[src/include/graph_consts.svh]
// Graph demo constants
// 640x480 display timing, graph origin, curve shape and palette
`ifndef GRAPH_CONSTS_SVH
`define GRAPH_CONSTS_SVH

// Horizontal timing in pixels
`define H_RES      640
`define H_FP       16
`define H_SYNC     96
`define H_TOTAL    800

// Vertical timing in lines
`define V_RES      480
`define V_FP       10
`define V_SYNC     2
`define V_TOTAL    525

// Origin of the graph on screen
`define X_OFFS     320
`define Y_OFFS     240

// Curve y = x*x >> FUNC_SHIFT, drawn LINE_W units thick
`define FUNC_SHIFT 6
`define LINE_W     2
`define FUNC_LAT   3            // Pipeline depth of func_squared

// 12-bit RGB palette
`define COL_BLANK  12'h000
`define COL_BG     12'h222
`define COL_AXIS   12'hCCC
`define COL_CURVE  12'h3BC

`endif
[src/verilog/graph_pkg.sv]
// Graph demo types
// Shared coordinate, colour and pipeline structs
package graph_pkg;

    typedef logic        [9:0]  scr_coord_t;   // Raster position
    typedef logic signed [11:0] plot_coord_t;  // Centred graph coordinate
    typedef logic        [21:0] square_t;      // x*x, always positive
    typedef logic        [3:0]  colour_t;      // One colour channel

    // Output of the timing generator
    typedef struct packed {
        scr_coord_t sx;
        scr_coord_t sy;
        logic       hsync;   // Active low
        logic       vsync;   // Active low
        logic       de;
        logic       frame;   // One cycle at (0,0)
    } raster_t;

    // Graph coordinates plus the video controls riding alongside
    typedef struct packed {
        plot_coord_t x;
        plot_coord_t y;
        logic        axes;   // On either axis
        logic        hsync;
        logic        vsync;
        logic        de;
    } plot_t;

    // Registered pins
    typedef struct packed {
        logic    hsync;
        logic    vsync;
        logic    de;
        colour_t r;
        colour_t g;
        colour_t b;
    } video_out_t;

endpackage

[src/verilog/graph_top.sv]
// Graph demo top level
// Timing, coordinates, curve evaluation and colour output in one pixel clock domain
module graph_top
    import graph_pkg::*;
(
    input  logic       clk_pix,
    input  logic       rst_n,
    output video_out_t video,
    output logic       frame_start
);

    raster_t raster;     // Raster position and controls
    plot_t   plot;       // Centred coordinates, one cycle behind
    logic    on_curve;   // FUNC_LAT cycles behind plot

    // Counters and sync windows
    display_timing u_display_timing (
        .clk_pix (clk_pix),
        .rst_n   (rst_n),
        .raster  (raster)
    );

    // Origin shift and axis flags
    plot_coords u_plot_coords (
        .clk_pix (clk_pix),
        .rst_n   (rst_n),
        .raster  (raster),
        .plot    (plot)
    );

    // Curve test on the centred coordinates
    func_squared u_func_squared (
        .clk_pix  (clk_pix),
        .rst_n    (rst_n),
        .x        (plot.x),
        .y        (plot.y),
        .on_curve (on_curve)
    );

    // Alignment, palette and output registers
    pixel_colour u_pixel_colour (
        .clk_pix     (clk_pix),
        .rst_n       (rst_n),
        .plot        (plot),
        .frame       (raster.frame),   // Delayed one extra stage inside
        .on_curve    (on_curve),
        .video       (video),
        .frame_start (frame_start)
    );

endmodule

[src/verilog/pixel_colour.sv]
// Pixel colour stage
// Aligns video controls with the curve result, applies the palette, registers the pins
`include "graph_consts.svh"

module pixel_colour
    import graph_pkg::*;
(
    input  logic       clk_pix,
    input  logic       rst_n,
    input  plot_t      plot,
    input  logic       frame,
    input  logic       on_curve,
    output video_out_t video,
    output logic       frame_start
);

    localparam plot_t PLOT_IDLE = '{x: '0, y: '0, axes: 1'b0,
                                    hsync: 1'b1, vsync: 1'b1, de: 1'b0};

    plot_t             plot_dly [`FUNC_LAT];   // Matches func_squared latency
    logic [`FUNC_LAT:0] frame_dly;             // Frame comes straight from the raster
    plot_t             cur;                    // Entry meeting on_curve
    logic [11:0]       rgb;

    always_ff @(posedge clk_pix or negedge rst_n) begin
        if (!rst_n) begin
            for (int i = 0; i < `FUNC_LAT; i++) begin
                plot_dly[i] <= PLOT_IDLE;
            end
            frame_dly <= '0;
        end else begin
            plot_dly[0] <= plot;
            for (int i = 1; i < `FUNC_LAT; i++) begin
                plot_dly[i] <= plot_dly[i-1];
            end
            frame_dly <= {frame_dly[`FUNC_LAT-1:0], frame};  // One extra, no plot stage
        end
    end

    // Palette by priority
    always_comb begin
        cur = plot_dly[`FUNC_LAT-1];
        if (!cur.de) begin
            rgb = `COL_BLANK;
        end else if (cur.axes) begin
            rgb = `COL_AXIS;             // Axes drawn over the curve
        end else if (on_curve) begin
            rgb = `COL_CURVE;
        end else begin
            rgb = `COL_BG;
        end
    end

    // Output registers, stand-in for I/O pad flops
    always_ff @(posedge clk_pix or negedge rst_n) begin
        if (!rst_n) begin
            video       <= '{hsync: 1'b1, vsync: 1'b1, de: 1'b0,
                             r: '0, g: '0, b: '0};
            frame_start <= 1'b0;
        end else begin
            video       <= '{hsync: cur.hsync, vsync: cur.vsync, de: cur.de,
                             r: rgb[11:8], g: rgb[7:4], b: rgb[3:0]};
            frame_start <= frame_dly[`FUNC_LAT];
        end
    end

    // Blanked pixel stays black at the pins
    a_blank: assert property (
        @(posedge clk_pix) disable iff (!rst_n)
        !cur.de |=> ({video.r, video.g, video.b} == `COL_BLANK)
    ) else $error("colour during blanking");

endmodule

[src/verilog/func_squared.sv]
// Curve evaluator for y = x*x / 64
// Three register stages, one new pixel accepted every clock
`include "graph_consts.svh"

module func_squared
    import graph_pkg::*;
(
    input  logic        clk_pix,
    input  logic        rst_n,
    input  plot_coord_t x,
    input  plot_coord_t y,
    output logic        on_curve
);

    typedef logic signed [22:0] diff_t;   // Room for y minus a 16-bit term

    localparam diff_t LINE_WIDTH = diff_t'(`LINE_W);   // Upper bound of the window

    logic signed [21:0] prod;   // Full square, fits in 17 bits for |x| <= 320
    square_t            sq_s1;
    plot_coord_t        y_s1;
    diff_t              diff_s2;

    always_comb begin
        prod = x * x;
    end

    // Stage 1 square, y kept alongside
    always_ff @(posedge clk_pix or negedge rst_n) begin
        if (!rst_n) begin
            sq_s1 <= '0;
            y_s1  <= '0;
        end else begin
            sq_s1 <= square_t'(prod);
            y_s1  <= y;
        end
    end

    // Stage 2 scale and subtract
    always_ff @(posedge clk_pix or negedge rst_n) begin
        if (!rst_n) begin
            diff_s2 <= '0;
        end else begin
            diff_s2 <= diff_t'(y_s1) - diff_t'({1'b0, sq_s1 >> `FUNC_SHIFT});
        end
    end

    // Stage 3 thickness window [0, LINE_W)
    always_ff @(posedge clk_pix or negedge rst_n) begin
        if (!rst_n) begin
            on_curve <= 1'b0;
        end else begin
            on_curve <= !diff_s2[22] && (diff_s2 < LINE_WIDTH);
        end
    end

    // Square treated as signed downstream, top bit must stay clear
    a_sq_positive: assert property (
        @(posedge clk_pix) disable iff (!rst_n)
        !sq_s1[$bits(square_t)-1]
    ) else $error("stage 1 square negative when sign extended");

    // Vertex sits on the curve FUNC_LAT cycles later
    a_vertex: assert property (
        @(posedge clk_pix) disable iff (!rst_n)
        (x == '0) && (y == '0) |-> ##`FUNC_LAT on_curve
    ) else $error("vertex missed");

endmodule

[src/verilog/plot_coords.sv]
// Graph coordinate stage
// Centres the raster on the origin and flags the axes, one register deep
`include "graph_consts.svh"

module plot_coords
    import graph_pkg::*;
(
    input  logic    clk_pix,
    input  logic    rst_n,
    input  raster_t raster,
    output plot_t   plot
);

    localparam plot_coord_t X_ORG    = plot_coord_t'(`X_OFFS);
    localparam plot_coord_t Y_ORG    = plot_coord_t'(`Y_OFFS);
    localparam scr_coord_t  AXIS_COL = scr_coord_t'(`X_OFFS);  // Vertical axis
    localparam scr_coord_t  AXIS_ROW = scr_coord_t'(`Y_OFFS);  // Horizontal axis

    plot_coord_t sx_wide;   // Raster position zero-extended
    plot_coord_t sy_wide;
    logic        on_axes;

    always_comb begin
        sx_wide = plot_coord_t'({2'b00, raster.sx});
        sy_wide = plot_coord_t'({2'b00, raster.sy});
        on_axes = (raster.sy == AXIS_ROW) || (raster.sx == AXIS_COL);
    end

    // x grows right, y grows up
    always_ff @(posedge clk_pix or negedge rst_n) begin
        if (!rst_n) begin
            plot.x     <= '0;
            plot.y     <= '0;
            plot.axes  <= 1'b0;
            plot.hsync <= 1'b1;
            plot.vsync <= 1'b1;
            plot.de    <= 1'b0;
        end else begin
            plot.x     <= sx_wide - X_ORG;
            plot.y     <= Y_ORG - sy_wide;
            plot.axes  <= on_axes;
            plot.hsync <= raster.hsync;   // Controls keep pace with x and y
            plot.vsync <= raster.vsync;
            plot.de    <= raster.de;
        end
    end

    // Centre of the screen maps to the origin one cycle later
    a_origin: assert property (
        @(posedge clk_pix) disable iff (!rst_n)
        (raster.sx == AXIS_COL) && (raster.sy == AXIS_ROW)
        |=> (plot.x == '0) && (plot.y == '0) && plot.axes
    ) else $error("origin not at screen centre");

endmodule

[src/verilog/display_timing.sv]
// Display timing generator for 640x480
// Free-running raster counters with registered sync, data enable and frame pulse
`include "graph_consts.svh"

module display_timing
    import graph_pkg::*;
(
    input  logic    clk_pix,
    input  logic    rst_n,
    output raster_t raster
);

    // Window edges as raster positions
    localparam scr_coord_t H_LAST   = scr_coord_t'(`H_TOTAL - 1);
    localparam scr_coord_t V_LAST   = scr_coord_t'(`V_TOTAL - 1);
    localparam scr_coord_t HS_START = scr_coord_t'(`H_RES + `H_FP);
    localparam scr_coord_t HS_END   = scr_coord_t'(`H_RES + `H_FP + `H_SYNC);
    localparam scr_coord_t VS_START = scr_coord_t'(`V_RES + `V_FP);
    localparam scr_coord_t VS_END   = scr_coord_t'(`V_RES + `V_FP + `V_SYNC);
    localparam scr_coord_t H_ACT    = scr_coord_t'(`H_RES);
    localparam scr_coord_t V_ACT    = scr_coord_t'(`V_RES);

    scr_coord_t sx_next;   // Position for the coming cycle
    scr_coord_t sy_next;
    logic       hs_next;
    logic       vs_next;
    logic       de_next;
    logic       frame_next;

    // Step the position, wrap at the end of line and frame
    always_comb begin
        sx_next = raster.sx + 1'b1;
        sy_next = raster.sy;
        if (raster.sx == H_LAST) begin
            sx_next = '0;
            if (raster.sy == V_LAST) begin
                sy_next = '0;         // New frame
            end else begin
                sy_next = raster.sy + 1'b1;
            end
        end
    end

    // Flags decoded from the next position so they register with it
    always_comb begin
        hs_next    = !((sx_next >= HS_START) && (sx_next < HS_END));  // Low in pulse
        vs_next    = !((sy_next >= VS_START) && (sy_next < VS_END));
        de_next    = (sx_next < H_ACT) && (sy_next < V_ACT);
        frame_next = (sx_next == '0) && (sy_next == '0);
    end

    always_ff @(posedge clk_pix or negedge rst_n) begin
        if (!rst_n) begin
            raster.sx    <= '0;
            raster.sy    <= '0;
            raster.hsync <= 1'b1;     // Syncs idle high
            raster.vsync <= 1'b1;
            raster.de    <= 1'b0;
            raster.frame <= 1'b0;
        end else begin
            raster.sx    <= sx_next;
            raster.sy    <= sy_next;
            raster.hsync <= hs_next;
            raster.vsync <= vs_next;
            raster.de    <= de_next;
            raster.frame <= frame_next;
        end
    end

    // Column counter never leaves the line
    a_sx_range: assert property (
        @(posedge clk_pix) disable iff (!rst_n)
        raster.sx <= H_LAST
    ) else $error("sx out of range");

    // Frame pulse only on the first visible pixel
    a_frame_de: assert property (
        @(posedge clk_pix) disable iff (!rst_n)
        raster.frame |-> raster.de
    ) else $error("frame pulse outside active area");

endmodule

[config.mk]
export PLATFORM = sky130hd
export DESIGN_NAME = graph_top
export DESIGN_NICKNAME = d
export VERILOG_FILES = /design/src/verilog/graph_pkg.sv /design/src/verilog/graph_top.sv /design/src/verilog/pixel_colour.sv /design/src/verilog/func_squared.sv /design/src/verilog/plot_coords.sv /design/src/verilog/display_timing.sv
export VERILOG_INCLUDE_DIRS = /design/src /design/src/include
export SDC_FILE = /design/constraint.sdc
export NUM_CORES = 1
export LEC_CHECK = 0
export BUFFER_PORTS_ARGS = -buffer_cell sky130_fd_sc_hd__buf_2
export CAP_MARGIN = 20
export CORE_UTILIZATION = 35
export CTS_CLUSTER_SIZE = 10
export DETAILED_ROUTE_END_ITERATION = 8
export GPL_TIMING_DRIVEN = 0
export SLEW_MARGIN = 20
export SYNTH_ARGS = -nofsm -noshare
export SYNTH_HDL_FRONTEND = slang
export SYNTH_HIERARCHICAL = 1
export SYNTH_SLANG_ARGS = --single-unit
[constraint.sdc]
create_clock -name clk_pix -period 13.1 [get_ports clk_pix]
set_input_delay 1.31 -clock clk_pix [delete_from_list [all_inputs] [get_ports clk_pix]]
set_output_delay 1.31 -clock clk_pix [all_outputs]
set_load 0.005 [all_outputs]
==> results of run 1 <==
==> metrics by stage <==
stage          setup slack, ns  power (W)  hold slack [ns]
4_1_cts                   6.82   0.000888            0.342
5_1_grt                   6.35   0.000906            0.349
6_report                  6.82   0.000877            0.340
3_5_place_dp              6.83   0.000390            0.335
3_3_place_gp              6.85   0.000388            0.332
2_1_floorplan             7.67   0.000381            0.331
==> synth_stat cells, types with 8 or more instances <==
cell / number / area share [%]
xor2_1: 20 / 1.8
o21ai_0: 16 / 0.81
nand4_1: 10 / 0.64
xnor2_1: 45 / 4.0
o21a_1: 9 / 0.69
a21oi_1: 24 / 1.2
nor3_1: 14 / 0.71
nand3_1: 16 / 0.81
nor2_1: 46 / 1.8
fa_1: 112 / 23
buf_4: 9 / 0.69
inv_1: 208 / 7.9
nand2_1: 49 / 1.9
a31oi_1: 8 / 0.51
ha_1: 77 / 9.8
a21o_1: 13 / 0.99
dfstp_2: 12 / 3.2
clkbuf_1: 18 / 0.69
and2_1: 28 / 1.8
nor4_1: 8 / 0.51
dfrtp_1: 109 / 28
==> state kept, by name, summed over array words and instances, names as in the netlist, 4 cells and up <==
| signal | count |
|---|---|
| u_func_squared/y_s1 | 12 |
| u_pixel_colour/cur | 4 |
| u_display_timing/raster | 24 |
| u_pixel_colour/frame_dly | 4 |
| u_pixel_colour/plot_dly | 8 |
| u_plot_coords/plot | 26 |
| u_pixel_colour/video | 8 |
| u_func_squared/sq_s1 | 16 |
| u_func_squared/diff_s2 | 17 |
==> routing by layer <==
metal | vias up | GRT usage, % | wire length (µm)
met5 | - | 0 | 0
met4 | 0 | 3.84 | 234
met3 | 16 | 2.29 | 547
met2 | 94 | 24.4 | 8950
met1 | 3208 | 18.9 | 8640
li1 | 3130 | - | -
==> power groups by stage <==
stage	Combinational [W]	Sequential [W]	Clock, W
2_1_floorplan	0.000000282	0.000381	0
3_3_place_gp	0.00000751	0.000381	0
3_5_place_dp	0.00000891	0.000381	0
4_1_cts	0.00000891	0.000374	0.000505
5_1_grt	0.0000100	0.000374	0.000523
6_report	0.00000821	0.000374	0.000495
==> worst reg2reg max path: stages, from the launching register on <==
cell and delay, ns:
dfrtp_1 0.42, buf_4 0.19, inv_1 0.14, clkbuf_1 0.44, nor2_1 0.20, fa_1 0.74, inv_1 0.18, fa_1 0.55
inv_1 0.05, fa_1 0.46, fa_1 0.54, inv_1 0.05, fa_1 0.52, inv_1 0.04, ha_1 0.37, and3_1 0.23
a221oi_1 0.35, o31a_1 0.18, o21ai_0 0.11, a21oi_1 0.20, xnor2_1 0.19
==> logic make-up (layout without fill, tap and decap cells) <==
kind of cell	after synthesis	after routing	share of synthesized area, %
muxes	3	3	0.318
AOI/OAI and AO/OA	126	126	9.02
other	1	1	0.0381
and+or+nand+nor	216	216	11.5
xor gates and xnor gates	65	65	5.79
DFF	121	121	30.9
adders and majority gates	189	189	32.6
buffers and inverters	241	290	9.74
==> cell type report <==
cell class | count | area share (%)
Clock buffer | 17 | 3.85
Tap cell | 372 | 4.21
Clock inverter | 15 | 1.91
Multi-Input combinational cell | 600 | 52.8
Inverter | 208 | 7.07
Timing Repair Buffer | 17 | 1.03
Buffer | 33 | 1.60
Sequential cell | 121 | 27.5
==> how the worst max path moves through the flow <==
stage                                      start  slack [ns]  cells past startpoint                       end
after floorplan           u_plot_coords/plot[26]        7.67                     20  u_func_squared/sq_s1[20]
after global placement    u_plot_coords/plot[26]        6.85                     20  u_func_squared/sq_s1[20]
after detailed placement  u_plot_coords/plot[26]        6.83                     20  u_func_squared/sq_s1[20]
after CTS                 u_plot_coords/plot[26]        6.82                     20  u_func_squared/sq_s1[20]
after global routing      u_plot_coords/plot[26]        6.35                     20  u_func_squared/sq_s1[20]
final                     u_plot_coords/plot[26]        6.82                     20  u_func_squared/sq_s1[20]
==> impl_metrics.yaml, run 1 <==
synth:
  yosys_warnings: 6
  syn_nets: 1153
  synth-async-reset-ratio_pct: 100
  yosysUniqueCellTypes: 76
  syn-mean-instance-area_um2: 10.2
  synth-edff-count: 0
  synth-seq-area-share_pct: 30.9
  synthFlopType: "dfrtp_1"
  ys_seq_elements: 121
  netlist_instances: 962
  syn_area_um2: 9830
worst_setup_path:
  start_kind: "flip-flop"
  arrival_ns: 6.57
  rr_worst_depth: 20
  cp_max_fo: 10
  crit_family: "adder cells"
  r2r-start: "u_plot_coords/plot[26]"
  path_class: "flip-flop to flip-flop"
  cp.required_ns: 13.39
  path_cells: "buf_4, inv_1, clkbuf_1, nor2_1, fa_1, inv_1, fa_1, inv_1, fa_1, fa_1, inv_1, fa_1, inv_1, ha_1, and3_1, a221oi_1, o31a_1, o21ai_0, a21oi_1, xnor2_1"
  end_kind: "flip-flop"
  rrSetupSlack_ns: 6.82
  r2r-end: "u_func_squared/sq_s1[20]"
  path_buf_inv: 7
  slowest_delay_ns: 0.74
  slowest_stage: "fa_1"
power:
  p_sw_w: 0.000179
  powerDensity_nw_per_um2: 79.4
  clock_power_share_pct: 56.4
  p_leak_nw: 5.43
  combPwrFrac_pct: 0.9
  irDropWorstVdd_uv: 110
  seq_power_share_pct: 42.7
  p_int_w: 0.000698
  swShare_pct: 20.4
cells_and_area:
  layout-drive-gt1-share_pct: 9.69
  fin_nets: 1189
  instances_no_fill: 1383
  layout_commonest_cell: "inv_1"
  syn_to_final_growth_pct: 12.4
  postLayoutCellArea_um2: 11000
  fin_util_pct: 40.5
  multi_input_area_um2: 5830
  fillerInstances: 2609
  final_cell_mix: "inv_1 (208), fa_1 (112), dfrtp_1 (109)"
  diodes: 0
  seq_area_um2: 3040
drt:
  drcViolationCount: 0
  finalWirelength_um: 18400
  first_iter_violations: 514
  drt-vias-per-instance: 4.66
  ant_nets: 0
  drtPass1Iterations: 5
  post_drt_wl_per_cell_um: 13.3
  vias: 6448
place:
  dp_hpwl_um: 14800
  dp.cells: 1351
  port_buffers: 16
  gp_congestion: 0.838
  placed_area_um2: 10400
grt:
  grt_util_all_layers_pct: 14.3
  grt_max_degree: 85
  grt_pass1_vias: 6761
  antenna_found_initial: 0
  grt_first_pass_wirelength_um: 32700
  grt_overflow: 0
die:
  die-area_um2: 28800
  num_rows: 60
  core-area_um2: 27300
  io_pins: 18
  die-height_um: 170
  start_util_pct: 36.1
  die_w_um: 170
min_path:
  min-delay-path-class: "flip-flop to flip-flop"
  hold_end: "u_func_squared/y_s1[5]"
  min_from: "u_plot_coords/plot[9]"
  min_path_cells: 0
job:
  cap_violations: 0
clock_tree:
  cts_buffers: 17
  clk_path_buf_depth: 2
  cts_tree: "built"
  insertion_delay_ns: 0.41
  cts.root.buffer_cell: "clkbuf_16"
  cts.htree.levels: 4
  cts.sinks: 121
  postCtsHoldBufs: 0
  post-cts-setup-buffers: 0
  clk_pin_slew_ns: 0.06
  cts_resized: 0
timing:
  finalSetupTns_ns: 0
  finalCriticalPeriod_ns: 6.28
  slew_headroom_pct: 43.1
  fmax_ghz: 0.159
  setup_viol_count_final: 0
  rsz0062_at_grt: "no"
  clock_skew_ns: 0.0106
  slew_viol_final: 0
  hold_viol: 0
  fin_crit_sh_pct: 48.0
  worst_pin_slew_ns: 0.842
outcome:
  status: "complete, no violations"
No activity file was read; power rests on OpenSTA's default activity.
==> run 2: changes to the inputs <==
==> constraint.sdc (replaced) <==
create_clock -name clk_pix -period 6.14 [get_ports clk_pix]
set_input_delay 0.614 -clock clk_pix [delete_from_list [all_inputs] [get_ports clk_pix]]
set_output_delay 0.614 -clock clk_pix [all_outputs]
set_load 0.005 [all_outputs]
==> impl_metrics.yaml, run 2 (synthesis gave the netlist of run 1 again) <==
worst_setup_path:
  start_kind: "flip-flop"
  cp.required_ns: 6.43
  path_class: "flip-flop to flip-flop"
  r2r-end: "u_func_squared/sq_s1[20]"
  r2r-start: "u_plot_coords/plot[21]"
  slowest_delay_ns: 0.68
  arrival_ns: 6.05
  rr_worst_depth: 18
  rrSetupSlack_ns: 0.38
  cp_max_fo: 10
  path_cells: "clkbuf_1, and2_1, fa_2, inv_1, fa_1, inv_1, fa_1, fa_1, inv_1, fa_1, inv_1, ha_1, and3_1, a221oi_1, o31a_1, o21ai_0, a21oi_1, xnor2_1"
  end_kind: "flip-flop"
  slowest_stage: "fa_2"
cells_and_area:
  fillerInstances: 2611
  largest_register_ffs: 26
  fin_nets: 1187
  layout-drive-gt1-share_pct: 10.6
  largestRegisters: "u_plot_coords/plot x26, u_display_timing/raster x24, u_func_squared/diff_s2 x17"
  largest-register: "u_plot_coords/plot"
  diodes: 0
  layout_commonest_cell: "inv_1"
  multi_input_area_um2: 5860
  postLayoutCellArea_um2: 11100
  syn_to_final_growth_pct: 12.6
  final_cell_mix: "inv_1 (207), fa_1 (111), dfrtp_1 (109)"
  seq_area_um2: 3040
clock_tree:
  clk_path_buf_depth: 2
  post-cts-setup-buffers: 0
  cts.sinks: 121
  cts_tree: "built"
  cts_buffers: 17
  cts.htree.levels: 4
  clk_pin_slew_ns: 0.06
  postCtsHoldBufs: 0
  cts_resized: 0
  cts.root.buffer_cell: "clkbuf_16"
  insertion_delay_ns: 0.41
timing:
  slew_viol_final: 0
  slew_headroom_pct: 43.5
  finalCriticalPeriod_ns: 5.76
  setup_viol_count_final: 0
  fmax_ghz: 0.174
  finalSetupTns_ns: 0
  clock_skew_ns: 0.0106
  hold_viol: 0
  fin_crit_sh_pct: 93.8
  rsz0062_at_grt: "no"
  worst_pin_slew_ns: 0.836
power:
  irDropWorstVdd_uv: 235
  p_leak_nw: 5.42
  powerDensity_nw_per_um2: 169
grt:
  use_met2_pct: 24.3
  met3_usage_pct: 2.29
  grtUsageMet1_pct: 18.9
  busiest_layer: "met2"
  grt_first_pass_wirelength_um: 32600
  antenna_found_initial: 0
  grt_util_all_layers_pct: 14.3
  grt_pass1_vias: 6746
  grt_max_degree: 85
  grt_overflow: 0
die:
  core-area_um2: 27300
  die_w_um: 170
  num_rows: 60
  die-area_um2: 28800
  io_pins: 18
  die-height_um: 170
  start_util_pct: 36.1
outcome:
  status: "complete, no violations"
drt:
  first_iter_violations: 454
  vias: 6428
  ant_nets: 0
  drtPass1Iterations: 5
  drt-vias-per-instance: 4.65
  finalWirelength_um: 18400
  post_drt_wl_per_cell_um: 13.3
  drcViolationCount: 0
place:
  placed_area_um2: 10400
  port_buffers: 16
  gp_congestion: 0.838
  dp_hpwl_um: 14800
job:
  cap_violations: 0
min_path:
  min-delay-path-class: "primary input to async pin"
-- run 2: cell count changes in the layout (fill, tap and decap cells not counted) --
cell and change:
nor2_4 +1, ha_4 +1, clkbuf_2 +3, nor2_2 +2, ha_1 -1, inv_1 -1, nor2_1 -3, clkinvlp_4 +1
clkbuf_1 -5, fa_1 -1, fa_2 +1
-- run 2: metal layers --
layer	vias to the layer above	wire length, µm
li1	3124	-
met5	-	0
met3	14	522
met4	0	215
met1	3199	8680
met2	91	8980
-- run 2: worst max-delay path by stage --
| stage | from | end | slack (ns) | cells past startpoint |
|---|---|---|---|---|
| after floorplan | u_plot_coords/plot[26] | u_func_squared/sq_s1[20] | 0.71 | 20 |
| after global placement | u_plot_coords/plot[26] | u_func_squared/sq_s1[20] | -0.11 | 20 |
| after detailed placement | u_plot_coords/plot[26] | u_func_squared/sq_s1[20] | -0.13 | 20 |
| after CTS | u_plot_coords/plot[26] | u_func_squared/sq_s1[20] | 0.10 | 19 |
| after global routing | u_plot_coords/plot[21] | u_func_squared/sq_s1[20] | 0.05 | 18 |
| final | u_plot_coords/plot[21] | u_func_squared/sq_s1[20] | 0.38 | 18 |
-- run 2: area by class of cell --
| cell class | instances | area share, % |
|---|---|---|
| Inverter | 208 | 7.08 |
| Buffer | 31 | 1.56 |
| Sequential cell | 121 | 27.5 |
| Tap cell | 372 | 4.20 |
| Clock buffer | 17 | 3.84 |
| Clock inverter | 15 | 1.91 |
| Multi-Input combinational cell | 600 | 52.9 |
| Timing Repair Buffer | 17 | 1.03 |
-- run 2: critical path: cells and delay by family, from the launching register on --
family | cells | cell delay [ns]
AO/OA/AOI/OAI | 4 | 0.84
XOR/XNOR | 1 | 0.19
adder cells (fa/ha/maj) | 6 | 3.12
buffers and inverters | 5 | 0.56
flip-flops | 1 | 0.46
AND/OR/NAND/NOR | 2 | 0.46
-- run 2: stage by stage --
step	util [%]	worst slack [ns]	cells	total power (W)	hold WS (ns)
CTS	40.5	0.103	1382	0.00190	0.0835
global placement	38.1	-0.112	1350	0.000828	0.332
detailed placement	38.2	-0.128	1351	0.000831	0.335
finish	40.6	0.378	1381	0.00187	0.0890
global route	40.6	0.0548	1381	0.00193	0.106
floorplan	-	0.709	962	0.000813	0.318
-- run 2: power breakdown --
| group | internal [W] | total [W] | switching, W |
|---|---|---|---|
| clock | 0.000688 | 0.00106 | 0.000368 |
| combinational | 0.00000287 | 0.0000175 | 0.0000146 |
| sequential | 0.000798 | 0.000798 | 0 |
| total | 0.00149 | 0.00187 | 0.000383 |
